===== config.mk =====
export PLATFORM = sky130hd
export DESIGN_NAME = fetch_stage
export DESIGN_NICKNAME = d
export VERILOG_FILES = /design/src/tinker_pkg.sv /design/src/fetch_stage.sv
export VERILOG_INCLUDE_DIRS = /design/src /design/src/src
export SDC_FILE = /design/constraint.sdc
export NUM_CORES = 1
export LEC_CHECK = 0
export ABC_AREA = 1
export BUFFER_PORTS_ARGS = -buffer_cell sky130_fd_sc_hd__buf_2
export CORE_UTILIZATION = 35
export DETAILED_ROUTE_END_ITERATION = 16
export PLACE_DENSITY_LB_ADDON = 0.3
export SLEW_MARGIN = 20
export SYNTH_ARGS = -nofsm -noshare
export SYNTH_HDL_FRONTEND = slang
export SYNTH_SLANG_ARGS = --single-unit

===== constraint.sdc =====
create_clock -name clk -period 6.7 [get_ports clk]
set_input_delay 2.01 -clock clk [delete_from_list [all_inputs] [get_ports clk]]
set_output_delay 2.01 -clock clk [all_outputs]
set_load 0.005 [all_outputs]

===== src/tinker_params.svh =====
`ifndef TINKER_PARAMS_SVH
`define TINKER_PARAMS_SVH

// data path and pc width
`define XLEN 64

// instruction word width
`define ILEN 32

// opcode and register index fields
`define OP_W 5
`define REG_IDX_W 5

// raw L field, sign-extended in decode
`define IMM_W 12

// data memory address width
`define DADDR_W 32

// 256-word instruction memory
`define IMEM_AW 8

// first fetch address
`define RESET_PC 'h2000

`endif


===== src/tinker_pkg.sv =====
`include "tinker_params.svh"

package tinker_pkg;

    // register values, alu results, pc values
    typedef logic [`XLEN-1:0] word_t;
    typedef logic [`ILEN-1:0] instr_t;
    typedef logic [`REG_IDX_W-1:0] reg_idx_t;
    // L field before extension
    typedef logic [`IMM_W-1:0] imm_t;
    typedef logic [`DADDR_W-1:0] daddr_t;
    // loader word index
    typedef logic [`IMEM_AW-1:0] imem_addr_t;

    // instruction bits 31..27
    // all-zero word decodes as and r0,r0,r0
    typedef enum logic [`OP_W-1:0] {
        op_and    = 5'b00000,
        op_or     = 5'b00001,
        op_xor    = 5'b00010,
        op_not    = 5'b00011,
        op_shftr  = 5'b00100,
        op_shftri = 5'b00101,
        op_shftl  = 5'b00110,
        op_shftli = 5'b00111,
        op_jump   = 5'b01000,
        op_brnz   = 5'b01011,
        op_halt   = 5'b01111,
        op_load   = 5'b10000,
        op_mov    = 5'b10001,
        op_mov_l  = 5'b10010,
        op_store  = 5'b10011,
        op_add    = 5'b11000,
        op_addi   = 5'b11001,
        op_sub    = 5'b11010,
        op_subi   = 5'b11011
    } opcode_t;

endpackage


===== src/fetch_stage.sv =====
`timescale 1ns/1ps
`include "tinker_params.svh"

module fetch_stage import tinker_pkg::*; (
    input  logic   clk,
    input  logic   reset,
    input  instr_t instr,
    input  logic   stall,
    input  logic   redirect,
    input  word_t  redirect_pc,
    output word_t  pc,
    output word_t  if_pc,
    output instr_t if_instr
);

    // pc and if/id register
    // priority: redirect, then stall, then sequential fetch
    always_ff @(posedge clk or posedge reset) begin
        if (reset) begin
            pc       <= `RESET_PC;
            if_pc    <= '0;
            if_instr <= '0;
        end else if (redirect) begin
            // taken branch sits in ex/mem
            // sequential fetch is wrong path
            pc       <= redirect_pc;
            if_pc    <= '0;
            if_instr <= '0;
        end else if (!stall) begin
            pc       <= pc + word_t'(4);
            if_pc    <= pc;
            if_instr <= instr;
        end
        // load-use stall holds pc and if/id
    end

    pc_word_aligned: assert property (@(posedge clk) disable iff (reset) pc[1:0] == 2'b00)
        else $error("fetch_stage: pc not word aligned");

endmodule


==> key figures <==
Run status
  – Status: completed

Global routing
  – Total congestion overflow: 0
  – Vias in the first global route: a little under 8000
  – Initial antenna violation count: 0
  – Total Routing Usage GR: 0.2419
  – First-pass GRT wire length: 44610 um
  – Largest net degree at the start of global routing: 98

STA
  – Period utilization: 0.5853
  – Final setup violation count: 0
  – Highest clock rate: 255.0 MHz
  – Minimum hold slack: 0.4746 ns
  – Max Slew Vio Count: 0
  – Final setup margin: 2.779 ns
  – RSZ-0062 raised after global routing: no
  – Relative slew slack: 0.2618
  – Final min period: 3.922 ns
  – Clock Skew: 0.006923 ns
  – Setup TNS Final: 0 ns
  – Final hold viol count: 0
  – Pin slew with the least headroom to its limit: 1.107 ns

Worst setup path
  – Worst R2R Path Depth: 9
  – Critical path arrival: approximately 4.2 ns
  – R2R Setup Slk: 4.60 ns
  – Critical Path Source Type: input port
  – Worst flop-to-flop path endpoint: pc[52]$_DFFE_PP0N_
  – FF-to-FF Start: pc[13]$_DFFE_PP1N_
  – Worst EP required: 7.00 ns
  – Crit path kind: input port to register
  – CP Max Fanout: 51
  – Worst Path Buf+Inv: 3
  – CP delay by family, top: buffers and inverters
  – Crit path depth: 7
  – CP Capture Type: register
  – Crit-path max cell delay: 0.79 ns
  – Worst path cell trace: buf_2, nor2_4, inv_2, buf_4, nor2_1, o21ai_1, nand4_1
  – Slowest CP cell: buf_2

Worst hold path
  – Hold Path Class: register to register
  – HP Start: if_pc[44]$_DFFE_PP0N_
  – Worst Hold Endpoint: if_pc[44]$_DFFE_PP0N_
  – Worst hold path cell count: 2

Clock network
  – Post-CTS Repair Setup Buffers: 0
  – Skew-Pair Late Insertion Delay: between 0.4 and 0.5 ns
  – H-tree depth: 4
  – Clock Tree Buf Depth: 2
  – CTS root buffer: clkbuf_16
  – Clock slew seen by the registers of the worst setup and hold paths: 0.07 ns
  – CTS Buf Count: 17
  – Clk sinks: 160
  – Cts hold-fix bufs: 0
  – Post-CTS sizing: 0
  – TritonCTS clock tree: built

Yosys
  – FF+latch count, synth: 160
  – Net Count, Synth: 1170
  – Number of flops mapped to enable cells by yosys: 0
  – Synth Instances: 1069
  – Synth Flop Type: dfrtp_1
  – Post-synthesis sequential area ratio: 0.4796
  – Netlist Area Pre-Place: 0.008352 sq mm
  – Synth warn: 0
  – Share of the synthesized area in the top cell type: 0.4764
  – Top cells by area, synth: dfrtp_1 48%, nand2_1 13%, nand3_1 5.7%
  – Count of cell types in the netlist: 38
  – Post-synth top area cell: dfrtp_1
  – Syn_area_per_cell: 7.813 sq um
  – Post-synth ARST share: 1.000

Routing
  – Wire length on met2: between 10000 and 15000 um
  – Pre-Repair DR Iteration Count: 5
  – Met3 WL post-DR: 2205 um
  – Wl on met1: 12880 um
  – Vias/cell: between 5 and 6
  – Drt wl/cell: 17.66 um
  – Highest Signal Layer: met4
  – Via count: 8338
  – DRT iter0 DRCs: 597
  – Post-route DRC violation count: 0
  – Detail Route Antenna Nets: 0
  – Post-Route WL: 29010 um

Cells and area
  – Most common cell after layout, fill and taps aside: nand2_1
  – Most frequent cells in the layout: 296 x nand2_1, 259 x buf_2, 159 x dfrtp_1
  – Area of the multi-input gates: 0.003704 sq mm
  – Share of layout cells above drive strength 1: 0.2598
  – # diodes: 0
  – Filler cell count: 2464
  – Area growth syn-to-layout: 25.50%
  – Finished Core Util: 0.4479
  – Fin nets: around 1400
  – Sequential cell area: 0.004005 sq mm

Floorplanning
  – IO Pins: 260
  – Initial Utilization: 0.3569
  – Die area: ~0.024 sq mm
  – Chip Height: 156.5 um
  – Core box area: 0.02340 sq mm
  – Num rows: 56
  – Chip width: about 160 um

Power
  – Sequential Power Share: 0.464
  – Switch share: 0.3046
  – Combinational power share: 0.148
  – VDD IR max: between 100 and 150 uV
  – Clk pwr share: 0.388
  – PwrDens: 233.2 mW/mm^2
  – Total chip power: 2.445 mW
  – Pleak: about 5.3 nW
  – Switch Pwr: approximately 0.74 mW
  – Internal power: approximately 1.7 mW

Placed design
  – Final HPWL DP: 21040 um
  – Final Wtd Congestion: between 0.9 and 1
  – Port Buffer Count: between 200 and 300
  – Place WS: roughly 2.3 ns

Job
  – Max Cap Viol: 0
-- flip-flops by register name (all words and copies together), names as in the netlist --
| name | cells |
|---|---|
| pc | 64 |
| if_pc | 64 |
| if_instr | 32 |
-- cell type report --
type,count,area share
Clock buffer,17,0.04059
Clock inverter,15,0.01301
Inverter,122,0.04417
Multi-Input combinational cell,744,0.3533
Sequential cell,160,0.3821
Tap cell,319,0.03808
Timing Repair Buffer,266,0.1287
-- logic make-up (layout without fill, tap and decap cells) --
kind of cell,after synthesis,count (layout),share of synthesized area
xor+xnor,8,8,0.008390
compound gates,167,167,0.1267
simple gates,568,568,0.3062
buf+inv,165,420,0.07760
fa+ha+maj,1,1,0.001498
flops,160,160,0.4796
-- how the worst max path moves through the flow --
stage / slack, ns / start / to
5_1_grt: 2.56 / redirect / pc[47]$_DFFE_PP0N_
4_1_cts: 2.77 / redirect / pc[46]$_DFFE_PP0N_
2_1_floorplan: 0.37 / reset / if_instr[0]$_DFFE_PP0N_
3_5_place_dp: 2.33 / redirect / pc[46]$_DFFE_PP0N_
3_3_place_gp: 2.33 / redirect / pc[46]$_DFFE_PP0N_
6_report: 2.78 / redirect / pc[46]$_DFFE_PP0N_
-- power by group through the flow --
| stage | Clock [mW] | Combinational [mW] | Sequential, mW |
|---|---|---|---|
| final | 0.949 | 0.362 | 1.13 |
| after global routing | 1.01 | 0.409 | 1.14 |
| after CTS | 0.962 | 0.366 | 1.13 |
| after detailed placement | 0 | 0.365 | 1.15 |
| after global placement | 0 | 0.359 | 1.15 |
| after floorplan | 0 | 0.185 | 1.13 |
-- Yosys cell counts, types with 2 or more instances --
cell type,count
inv_1,117
o31ai_1,2
nand2_4,3
nor2_1,97
nand3_2,3
o221ai_1,6
a22o_1,32
nor2_4,12
o21ai_0,87
nand3b_1,6
buf_1,5
clkbuf_1,20
o2111ai_1,11
nand2_1,296
nand4_1,25
o21ai_1,8
buf_2,17
nor3_1,5
nand3_1,95
a21oi_1,6
nand2_2,9
o211ai_1,10
dfrtp_1,159
inv_2,3
and2_1,2
xor2_1,8
clkinv_1,2
nor2_2,11
a31oi_1,3
-- metrics by stage --
step | cell area [sq um] | std cells
floorplan | 8352 | 1069
global placement | 9920 | 1611
detailed placement | 9920 | 1611
CTS | 10480 | 1643
global route | 10480 | 1643
finish | 10480 | 1643
-- routing by layer --
layer / vias up / global-route usage
met3: 30 / 0.04736
met5: - / 0
met4: 0 / 0.07283
met1: 3987 / 0.3339
met2: 321 / 0.3818
li1: 4000 / -
-- worst register-to-register path, stage by stage, from the launching register on --
cell	delay, ns
dfstp_2	0.57
nand2_1	0.07
nor2_1	0.28
nand2_1	0.15
nor2_4	0.28
nand3b_2	0.18
nor2_2	0.24
nand2_1	0.09
nand2_1	0.06
nand3_1	0.06
(Power assumes the default switching activity.)
