===== src/tinker_params.svh =====
`ifndef TINKER_PARAMS_SVH
`define TINKER_PARAMS_SVH

// data path and pc width
`define XLEN 64

// instruction word width
`define ILEN 32

// opcode and register index fields
`define OP_W 5
`define REG_IDX_W 5

// raw L field, sign-extended in decode
`define IMM_W 12

// data memory address width
`define DADDR_W 32

// 256-word instruction memory
`define IMEM_AW 8

// first fetch address
`define RESET_PC 'h2000

`endif


===== src/tinker_pkg.sv =====
`include "tinker_params.svh"

package tinker_pkg;

    // register values, alu results, pc values
    typedef logic [`XLEN-1:0] word_t;
    typedef logic [`ILEN-1:0] instr_t;
    typedef logic [`REG_IDX_W-1:0] reg_idx_t;
    // L field before extension
    typedef logic [`IMM_W-1:0] imm_t;
    typedef logic [`DADDR_W-1:0] daddr_t;
    // loader word index
    typedef logic [`IMEM_AW-1:0] imem_addr_t;

    // instruction bits 31..27
    // all-zero word decodes as and r0,r0,r0
    typedef enum logic [`OP_W-1:0] {
        op_and    = 5'b00000,
        op_or     = 5'b00001,
        op_xor    = 5'b00010,
        op_not    = 5'b00011,
        op_shftr  = 5'b00100,
        op_shftri = 5'b00101,
        op_shftl  = 5'b00110,
        op_shftli = 5'b00111,
        op_jump   = 5'b01000,
        op_brnz   = 5'b01011,
        op_halt   = 5'b01111,
        op_load   = 5'b10000,
        op_mov    = 5'b10001,
        op_mov_l  = 5'b10010,
        op_store  = 5'b10011,
        op_add    = 5'b11000,
        op_addi   = 5'b11001,
        op_sub    = 5'b11010,
        op_subi   = 5'b11011
    } opcode_t;

endpackage


===== src/decode_stage.sv =====
`timescale 1ns/1ps

module decode_stage import tinker_pkg::*; (
    input  logic     clk,
    input  logic     reset,
    input  word_t    if_pc,
    input  instr_t   if_instr,
    input  logic     redirect,
    input  word_t    rs_val,
    input  word_t    rt_val,
    input  word_t    rd_val,
    output reg_idx_t rs_idx,
    output reg_idx_t rt_idx,
    output reg_idx_t rd_idx,
    output opcode_t  id_op,
    output reg_idx_t id_rd,
    output reg_idx_t id_rs,
    output reg_idx_t id_rt,
    output logic     id_use_rs,
    output logic     id_use_rt,
    output logic     id_use_rd,
    output word_t    id_a,
    output word_t    id_b,
    output word_t    id_c,
    output word_t    id_imm,
    output word_t    id_pc,
    output logic     stall
);

    opcode_t op;
    imm_t    lit;
    logic    use_rs;
    logic    use_rt;
    logic    use_rd;

    // field split
    assign op     = opcode_t'(if_instr[31:27]);
    assign rd_idx = if_instr[26:22];
    assign rs_idx = if_instr[21:17];
    assign rt_idx = if_instr[16:12];
    assign lit    = if_instr[11:0];

    // which registers the opcode reads
    always_comb begin
        use_rs = 1'b0;
        use_rt = 1'b0;
        use_rd = 1'b0;
        case (op)
            op_and, op_or, op_xor, op_shftr, op_shftl, op_add, op_sub: begin
                use_rs = 1'b1;
                use_rt = 1'b1;
            end
            op_not, op_mov, op_load: use_rs = 1'b1;
            // immediate forms work on rd, mov_L keeps rd upper bits
            op_addi, op_subi, op_shftri, op_shftli, op_mov_l, op_jump: use_rd = 1'b1;
            // store: rd is the base, rs the data
            // brnz: rd is the target, rs the condition
            op_store, op_brnz: begin
                use_rs = 1'b1;
                use_rd = 1'b1;
            end
            default: ;
        endcase
    end

    // load in id/ex feeding a source here, its data only exists after mem
    assign stall = (id_op == op_load) && (id_rd != '0) &&
                   ((use_rs && rs_idx == id_rd) ||
                    (use_rt && rt_idx == id_rd) ||
                    (use_rd && rd_idx == id_rd));

    // id/ex control, bubble on flush or stall
    always_ff @(posedge clk or posedge reset) begin
        if (reset) begin
            id_op     <= op_and;
            id_rd     <= '0;
            id_rs     <= '0;
            id_rt     <= '0;
            id_use_rs <= 1'b0;
            id_use_rt <= 1'b0;
            id_use_rd <= 1'b0;
        end else if (redirect || stall) begin
            id_op     <= op_and;
            id_rd     <= '0;
            id_rs     <= '0;
            id_rt     <= '0;
            id_use_rs <= 1'b0;
            id_use_rt <= 1'b0;
            id_use_rd <= 1'b0;
        end else begin
            id_op     <= op;
            id_rd     <= rd_idx;
            id_rs     <= rs_idx;
            id_rt     <= rt_idx;
            id_use_rs <= use_rs;
            id_use_rt <= use_rt;
            id_use_rd <= use_rd;
        end
    end

    // id/ex operands, meaningless under a bubble
    always_ff @(posedge clk) begin
        id_a   <= rs_val;
        id_b   <= rt_val;
        id_c   <= rd_val;
        id_imm <= word_t'($signed(lit));
        id_pc  <= if_pc;
    end

endmodule


===== config.mk =====
export PLATFORM = sky130hd
export DESIGN_NAME = decode_stage
export DESIGN_NICKNAME = d
export VERILOG_FILES = /design/src/tinker_pkg.sv /design/src/decode_stage.sv
export VERILOG_INCLUDE_DIRS = /design/src /design/src/src
export SDC_FILE = /design/constraint.sdc
export NUM_CORES = 1
export LEC_CHECK = 0
export ABC_AREA = 1
export BUFFER_PORTS_ARGS = -buffer_cell sky130_fd_sc_hd__buf_2
export CAP_MARGIN = 25
export CELL_PAD_IN_SITES_DETAIL_PLACEMENT = 0
export CELL_PAD_IN_SITES_GLOBAL_PLACEMENT = 2
export CORE_AREA = 4 4 251 253
export CTS_CLUSTER_SIZE = 24
export DETAILED_ROUTE_END_ITERATION = 10
export DIE_AREA = 0 0 255 257
export GPL_TIMING_DRIVEN = 0
export PLACE_DENSITY = 0.5
export SETUP_SLACK_MARGIN = 0.05
export SLEW_MARGIN = 20
export SYNTH_ARGS = -nofsm -noshare
export SYNTH_HDL_FRONTEND = slang
export SYNTH_SLANG_ARGS = --single-unit

===== constraint.sdc =====
create_clock -name clk -period 2.2 [get_ports clk]
set_clock_uncertainty 0.15 [all_clocks]
set_input_delay 0.66 -clock clk [delete_from_list [all_inputs] [get_ports clk]]
set_output_delay 0.66 -clock clk [all_outputs]
set_load 0.1 [all_outputs]

==> results of run 1 <==
## power groups by stage
stage | sequential (mW) | combinational, mW | clock (mW)
after floorplan | 7.84 | 0.687 | 0
after global placement | 5.77 | 3.51 | 0
after detailed placement | 5.77 | 3.51 | 0
after CTS | 5.66 | 3.88 | 7.19
after global routing | 5.68 | 4.00 | 7.36
final | 5.66 | 3.89 | 6.87
## what timing repair did
| action | 4_1_cts | 5_1_grt |
|---|---|---|
| hold buffers | 1 | 0 |
| hold endpoints to repair | 7 | 0 |
| gates resized for setup | 374 | 57 |
| gates cloned | 3 | 1 |
| pin swaps | 5 | 3 |
| setup endpoints to repair | 134 | 88 |
| setup buffers | 15 | 7 |
## registers in the layout, indices dropped and copies added, names as in the netlist, 5 cells and up
name	count
id_imm	12
id_c	64
id_b	64
id_a	64
id_rd	5
id_op	5
id_pc	64
id_rs	5
id_rt	5
## metal layers
layer,share of wire,routed length [um],up-vias,GRT usage
li1,-,-,2844,-
met1,0.31,11100,2653,0.0914
met2,0.50,17800,374,0.179
met3,0.15,5410,75,0.0665
met4,0.031,1110,12,0.0362
met5,0.0022,78,-,0
## cells by family (layout without fill, tap and decap cells)
family	after synthesis	count (layout)	share of synthesized area
and+or+nand+nor	81	81	0.0635
AOI/OAI and AO/OA	2	2	0.00140
buffers and inverters	99	837	0.0917
DFF	291	291	0.831
other	0	5	0
xor gates and xnor gates	10	10	0.0123
## worst max path at each step
stage | end | slack, ns | depth (start not counted)
2_1_floorplan | stall | -0.23 | 11
3_3_place_gp | stall | -0.71 | 11
3_5_place_dp | stall | -0.68 | 11
4_1_cts | stall | -0.61 | 8
5_1_grt | stall | -0.66 | 10
6_report | stall | -0.54 | 8
## synthesized netlist by cell type
cell and n:
nand2_2 4, nand3_1 9, nand3_2 1, buf_4 67, nor4_1 2, dfrtp_1 23
xnor2_1 10, inv_1 25, nor2_2 8, nand2_1 34, nor2_1 10, inv_2 5
nand2_4 1, dfxtp_1 268, o21ai_1 1, nor2_4 12, a21oi_1 1, buf_12 2
## worst max-delay path: stages (launching register included)
cell        delay [ns]
dfrtp_4           0.54
xnor2_2           0.15
nand3_2           0.11
nor2_4            0.12
nand2_2           0.06
nand3_2           0.08
nand2_4           0.07
clkinvlp_4        0.09
buf_12            0.17
## final cells by class
class / count / area [um^2] / share of cell area
Antenna cell: 5 / 12.5 / 0.000857
Buffer: 62 / 659 / 0.0451
Clock buffer: 52 / 1150 / 0.0786
Clock inverter: 18 / 272 / 0.0186
Inverter: 30 / 134 / 0.00917
Multi-Input combinational cell: 93 / 657 / 0.0450
Sequential cell: 291 / 5960 / 0.408
Tap cell: 790 / 988 / 0.0677
Timing Repair Buffer: 675 / 4770 / 0.327
==> flow_summary.ini, run 1 <==
[status]
outcome = finished with violations
violations = setup timing

[worst_setup_path]
r2r-end = id_rt[0]$_DFF_PP0_
critPathRequiredTime_ns = 1.39
criticalPathCategory = flop to output pin
worstSetupStartpoint = id_rd[2]$_DFF_PP0_
timing.rr.start = id_rd[2]$_DFF_PP0_
critPathLaunchType = flop
r2r_cells = 9
r2r_slack_ns = 0.47
crit_path_end_kind = output pin
path_max_fanout = 6
arrival_ns = 1.93

[detailed_routing]
first_pass_iters = 4
drt_iter0_drc = 145
dr_total_vias = 5958
wirelength_mm = 35.5
drtAntennaViolNets = 0
avgRoutedWirePerCell_um = 17.6
route.detailed.drc = 0
vias_per_cell = 2.96

[yosys]
ys_top_cells_by_area = dfxtp_1 75%, dfrtp_1 8.1%, buf_4 7.0%
ys_seq_area_frac = 0.831
yosysWarningCount = 0
synth_cells = 483
yosysTopAreaCellShare = 0.751
ys_types = 18
syn_area_mm2 = 0.00715
avgSynthCellArea_um2 = 14.8
synth_top_area_cell = dfxtp_1
synth_fp_nets = 774
synth_seq_cells = 291

[clock_tree]
insertion_delay_ns = 0.54
cts_tree = done
clk_pin_slew_worst_paths_ns = 0.06
clock-sinks = 291
ctsRootBufferMaster = clkbuf_16
clockBufferDepth = 3
numCtsBuffers = 38
htreeDepth = 2

[worst_hold_path]
hold_start = rs_val[5]
worstHoldEndpoint = id_a[5]$_DFF_P_
hold_depth = 1
hp-class = input pin to flop

[place]
post-place-cells = 1923
pre_cts_ws_ns = -0.680
dpl.hpwl_mm = 28.5
io_buffers = 649
dpl-instance-area_mm2 = 0.0114
gp_congestion = 0.772

[timing]
holdWs_ns = 0.0642
worst_pin_slew_ns = 0.519
fin_crit_ns = 2.74
finalSetupViolCount = 55
hold_violations = 0
period_share = 1.24
setup_tns_ns = -5.88
fmax_ghz = 0.365
rsz0062_at_grt = yes
slew_headroom = 0.656
drv_slew = 0
fin_ws_ns = -0.536

[cells_and_area]
syn_to_final_growth_pct = 104
layout-drive-gt1-share = 0.705
nets = 1482
final_area_mm2 = 0.0146
final_util = 0.239
layout_common_cells = 484 x buf_2, 267 x dfxtp_1, 92 x buf_4
fillers = 6437
fin_cells = 2016
final_common_cell = buf_2

[pwr]
p_switching_mw = 5.61
power_leakage_nw = 7.16
combPwrFrac = 0.237
swShare = 0.342
peakVddDrop_v = 0.000626
powerDensity_mw_per_mm2 = 1120
clockPowerShare = 0.419
total_power_mw = 16.4
power_frac_seq = 0.345
intPower_mw = 10.8

[floorplanning]
die-area_mm2 = 0.0655
die_y_um = 257
floorplan.initialDensity = 0.117
io_pins = 650
core_mm2 = 0.0610
rows = 91
dieWidth_um = 255

[global_route]
grt_pass1_vias = 6416
track_usage = 0.101
antenna_found_initial = 20
grt_max_degree = 17
grt_overflow_total = 0
grt_first_pass_wirelength_mm = 47.0

[run]
maxCapViolCount = 0
Power figures use the tool's default switching activity.
==> inputs of run 2 (changes only) <==
- CELL_PAD_IN_SITES_DETAIL_PLACEMENT: 0 -> 1
- RECOVER_POWER: unset -> 50
==> run 2 against run 1 <==
Effect of this change:
- the flow still finishes with violations (setup timing)
- combinational power about the same
- flip-flop and latch count did not move
- critical path depth unchanged
- sequential power barely moved
- routed wire length increased by 5.4%
- critical endpoint unchanged
- highest routed layer unchanged
==> flow_summary.ini, run 2 (same netlist as run 1, synthesis figures left out) <==
[status]
outcome = finished with violations
violations = setup timing

[cells_and_area]
final_util = 0.236
layout-drive-gt1-share = 0.685
seq_area_mm2 = 0.00596
fillers = 6932
syn_to_final_growth_pct = 102
fin_cells = 2018
final_common_cell = buf_2
layout_common_cells = 469 x buf_2, 267 x dfxtp_1, 85 x buf_4
multiInputGateArea_um2 = 626
nets = 1487

[worst_setup_path]
max_stage_delay_ns = 0.53
path_max_fanout = 5
timing.rr.start = id_rd[4]$_DFF_PP0_
crit_path_end_kind = output pin
critPathLaunchType = flop
r2r_cells = 10
worst_path_max_delay_cell = dfrtp_4
arrival_ns = 1.91
crit_path_frequent_cell = nand3_2
r2r_slack_ns = 0.17
crit_chain = xnor2_4 -> nand3_2 -> nor2_4 -> nand2_2 -> nand3_2 -> nand2_4 -> clkinvlp_4 -> buf_12
critPathRequiredTime_ns = 1.39
r2r-end = id_use_rt$_DFF_PP0_
worst_path_dominant_cell_family = flip-flops
cp_num_cells = 8
crit_buf_inv = 2
criticalPathCategory = flop to output pin

[clock_tree]
numCtsBuffers = 38
clockBufferDepth = 3
htreeDepth = 2
clk_pin_slew_worst_paths_ns = 0.06
ctsRootBufferMaster = clkbuf_16
cts_tree = done
clock-sinks = 291
insertion_delay_ns = 0.53

[pwr]
combPwrFrac = 0.250
intPower_mw = 10.0
peakVddDrop_v = 0.000526
p_switching_mw = 5.53
swShare = 0.355
clockPowerShare = 0.386
power_leakage_nw = 7.04
power_frac_seq = 0.363
powerDensity_mw_per_mm2 = 1080

[detailed_routing]
vias_per_cell = 3.05
routed.top_layer = met5
drt_iter0_drc = 123
route.detailed.drc = 0
wl_met1_mm = 12.2
first_pass_iters = 4
wl_met2_mm = 19.0
drtAntennaViolNets = 0
avgRoutedWirePerCell_um = 18.5
dr_wl_met3_mm = 5.22
dr_total_vias = 6145
wirelength_mm = 37.4

[floorplanning]
die-area_mm2 = 0.0655
dieWidth_um = 255
io_pins = 650
rows = 91
floorplan.initialDensity = 0.117
core_mm2 = 0.0610
die_y_um = 257

[worst_hold_path]
hold_start = rt_val[22]
worstHoldEndpoint = id_b[22]$_DFF_P_
hp-class = input pin to flop
hold_depth = 1

[global_route]
grt_first_pass_wirelength_mm = 49.9
grt_overflow_total = 0
antenna_found_initial = 19
track_usage = 0.107
grt_max_degree = 17
grt_pass1_vias = 6746

[timing]
worst_pin_slew_ns = 0.853
period_share = 1.24
fin_crit_ns = 2.72
slew_headroom = 0.430
rsz0062_at_grt = yes
fin_ws_ns = -0.523
fmax_ghz = 0.367
drv_slew = 0
hold_violations = 0
finalSetupViolCount = 54

[place]
post-place-cells = 1923
io_buffers = 649
gp_congestion = 0.772
dpl.hpwl_mm = 29.8

[run]
maxCapViolCount = 0
[run 2: worst max-delay path by stage]
stage,startpoint,endpoint,slack [ns]
2_1_floorplan,if_instr[30],stall,-0.23
3_5_place_dp,if_instr[30],stall,-0.68
5_1_grt,id_rd[4]$_DFF_PP0_,stall,-0.66
6_report,id_rd[4]$_DFF_PP0_,stall,-0.52
3_3_place_gp,if_instr[30],stall,-0.71
4_1_cts,id_rd[4]$_DFF_PP0_,stall,-0.61
[run 2: metal layers]
layer  vias to the layer above  track usage
met1                      2843        0.100
met3                        77       0.0639
li1                       2842            -
met4                         8       0.0408
met5                         -            0
met2                       375        0.189
[run 2: repair_timing]
action	in CTS	in global routing
gates cloned	3	2
hold buffers	1	0
pin swaps	5	4
hold endpoints to repair	7	0
resized for setup	375	46
setup buffers	19	4
endpoints found under the setup margin	127	92
[run 2: area by class of cell]
class	instances	area share
multi-input combinational	93	0.0434
antenna	5	0.000869
tap	790	0.0686
sequential	291	0.414
clock buffer	55	0.0768
timing repair buffer	678	0.332
buffer	64	0.0473
inverter	30	0.00929
clock inverter	12	0.00808
[run 2: per-stage QoR]
step	power [mW]	setup TNS (ns)	instance area, um^2	setup WS, ns	hold WS, ns
floorplan	8.53	-0.234	7200	-0.234	0.511
global placement	9.28	-1.22	11400	-0.710	0.613
detailed placement	9.29	-0.846	11400	-0.683	0.508
CTS	15.9	-8.04	14300	-0.607	0.0128
global route	16.2	-9.07	14400	-0.657	0.0205
finish	15.6	-5.48	14400	-0.523	0.0659
[run 2: worst reg2reg max path, stage by stage (launching register included)]
cell,delay [ns]
dfrtp_4,0.53
xnor2_4,0.15
nand3_2,0.10
nor2_4,0.12
nand2_2,0.06
nand3_2,0.09
nand2_4,0.07
buf_4,0.13
nand2_1,0.24
buf_12,0.22
nor2_2,0.05
[run 2: power groups by stage]
stage	registers (mW)	clock network, mW	logic, mW
4_1_cts	5.66	6.32	3.89
3_3_place_gp	5.77	0	3.51
2_1_floorplan	7.84	0	0.687
5_1_grt	5.68	6.55	4.01
3_5_place_dp	5.78	0	3.52
6_report	5.66	6.02	3.90
==> inputs of run 3 (changes only) <==
- CTS_CLUSTER_DIAMETER: unset -> 40
- RECOVER_POWER: 50 -> 100
==> run 3 against run 2 <==
Effect of this change:
- the run still ends with setup timing left
- sequential power about the same
- first-iteration DRC count is 19% higher
- sequential share of layout area fell by 7.5 points
- critical path depth did not move
==> flow_summary.ini, run 3 (same netlist as run 1, synthesis figures left out) <==
[status]
outcome = finished with violations
violations = setup timing

[global_route]
grt_pass1_vias = 8104
track_usage = 0.117
grt_first_pass_wirelength_mm = 55.0
antenna_found_initial = 21
grt_max_degree = 17
grt_overflow_total = 0

[worst_setup_path]
arrival_ns = 1.97
critPathRequiredTime_ns = 1.39
critPathLaunchType = flop
crit_path_end_kind = output pin
path_max_fanout = 5
criticalPathCategory = flop to output pin

[run]
maxCapViolCount = 0

[place]
post-place-cells = 1923
gp_congestion = 0.772
dpl.hpwl_mm = 29.8
io_buffers = 649

[clock_tree]
numCtsBuffers = 66
clk_pin_slew_worst_paths_ns = 0.05
htreeDepth = 3
clockBufferDepth = 3
clock-sinks = 291
cts_tree = done
ctsRootBufferMaster = clkbuf_16
insertion_delay_ns = 0.56

[timing]
hold_violations = 0
fin_crit_ns = 2.78
slew_headroom = 0.431
worst_pin_slew_ns = 0.853
setup_tns_ns = -8.12
finalSetupViolCount = 54
fmax_ghz = 0.359
drv_slew = 0
fin_ws_ns = -0.583
holdWs_ns = 0.0503
period_share = 1.27
rsz0062_at_grt = yes

[floorplanning]
rows = 91
io_pins = 650
die_y_um = 257
floorplan.initialDensity = 0.117
dieWidth_um = 255
die-area_mm2 = 0.0655
core_mm2 = 0.0610

[pwr]
combPwrFrac = 0.218
powerDensity_mw_per_mm2 = 1110
peakVddDrop_v = 0.000686
clockPowerShare = 0.490
p_switching_mw = 6.55
power_leakage_nw = 8.41
swShare = 0.336
power_frac_seq = 0.291
intPower_mw = 13.0

[detailed_routing]
avgRoutedWirePerCell_um = 18.0
dr_total_vias = 7143
drtAntennaViolNets = 0
drt_iter0_drc = 146
wirelength_mm = 40.6
route.detailed.drc = 0
vias_per_cell = 3.17
first_pass_iters = 4

[cells_and_area]
nets = 1694
fin_cells = 2255
layout-drive-gt1-share = 0.617
syn_to_final_growth_pct = 146
final_common_cell = buf_2
final_util = 0.288
layout_common_cells = 314 x buf_2, 267 x dfxtp_1, 253 x buf_4

[worst_hold_path]
hp-class = input pin to flop
run 3: cell count changes in the layout (fill, tap and decap cells not counted), sizes merged:
cell,delta
dlygate4sd3,+178
inv,+9
bufinv,+1
diode,+4
clkinvlp,+5
dlymetal6s4s,+1
clkbuf,+13
dlymetal6s2s,-1
buf,+14
clkinv,+13
run 3: timing repair:
action / 4_1_cts / 5_1_grt
endpoints found under the setup margin: 294 / 80
buffers inserted: 19 / 4
hold buffers: 179 / 0
cloned: 3 / 2
resized for setup: 539 / 39
pin swaps: 4 / 5
hold endpoints to repair: 185 / 0
run 3: metal layers:
layer	up-vias	wire length [um]	GRT usage
li1	3305	-	-
met1	3322	12600	0.102
met2	416	20900	0.208
met3	90	5710	0.0724
met4	10	1220	0.0561
met5	-	59	0
run 3: power groups by stage:
stage / registers (mW) / logic [mW] / clock network (mW)
after floorplan: 7.84 / 0.687 / 0
after global placement: 5.77 / 3.51 / 0
after detailed placement: 5.78 / 3.52 / 0
after CTS: 5.68 / 4.25 / 9.91
after global routing: 5.71 / 4.39 / 10.2
final: 5.69 / 4.26 / 9.56
run 3: cell type report:
cell class | count | area (um^2)
fill | 6769 | 43400
timing repair buffer | 857 | 6970
sequential | 291 | 5960
clock buffer | 81 | 1830
tap | 790 | 988
buffer | 64 | 682
multi-input combinational | 93 | 632
clock inverter | 40 | 382
inverter | 30 | 134
antenna | 9 | 22.5
run 3: final timing paths:
| path | endpoint | depth (start not counted) | slack [ns] | from |
|---|---|---|---|---|
| hold / removal | id_pc[59]$_DFF_P_ | 1 | 0.05 | if_pc[59] |
| setup reg to reg | id_op[2]$_DFF_PP0_ | 10 | 0.31 | id_rd[4]$_DFF_PP0_ |
| min in group asynchronous | id_op[1]$_DFF_PP0_ | 3 | 0.46 | reset |
| max in group asynchronous | id_rd[2]$_DFF_PP0_ | 4 | 0.17 | reset |
| hold reg to reg | id_rs[4]$_DFF_PP0_ | 6 | 0.82 | id_op[4]$_DFF_PP0_ |
| setup / recovery | stall | 8 | -0.58 | id_rd[4]$_DFF_PP0_ |
run 3: worst max-delay path: stages (launching register included):
cell,delay (ns)
dfrtp_4,0.53
xnor2_4,0.18
nand3_2,0.10
nor2_4,0.13
nand2_2,0.06
nand3_2,0.09
nand2_4,0.07
clkinvlp_4,0.09
buf_12,0.17
run 3: metrics by stage:
step                      area [um^2]  setup slack, ns  power, mW
after global routing            17600           -0.685       20.3
after detailed placement        11400           -0.683       9.29
after global placement          11400           -0.710       9.28
after floorplan                  7200           -0.234       8.53
after CTS                       17500           -0.637       19.8
final                           17600           -0.583       19.5
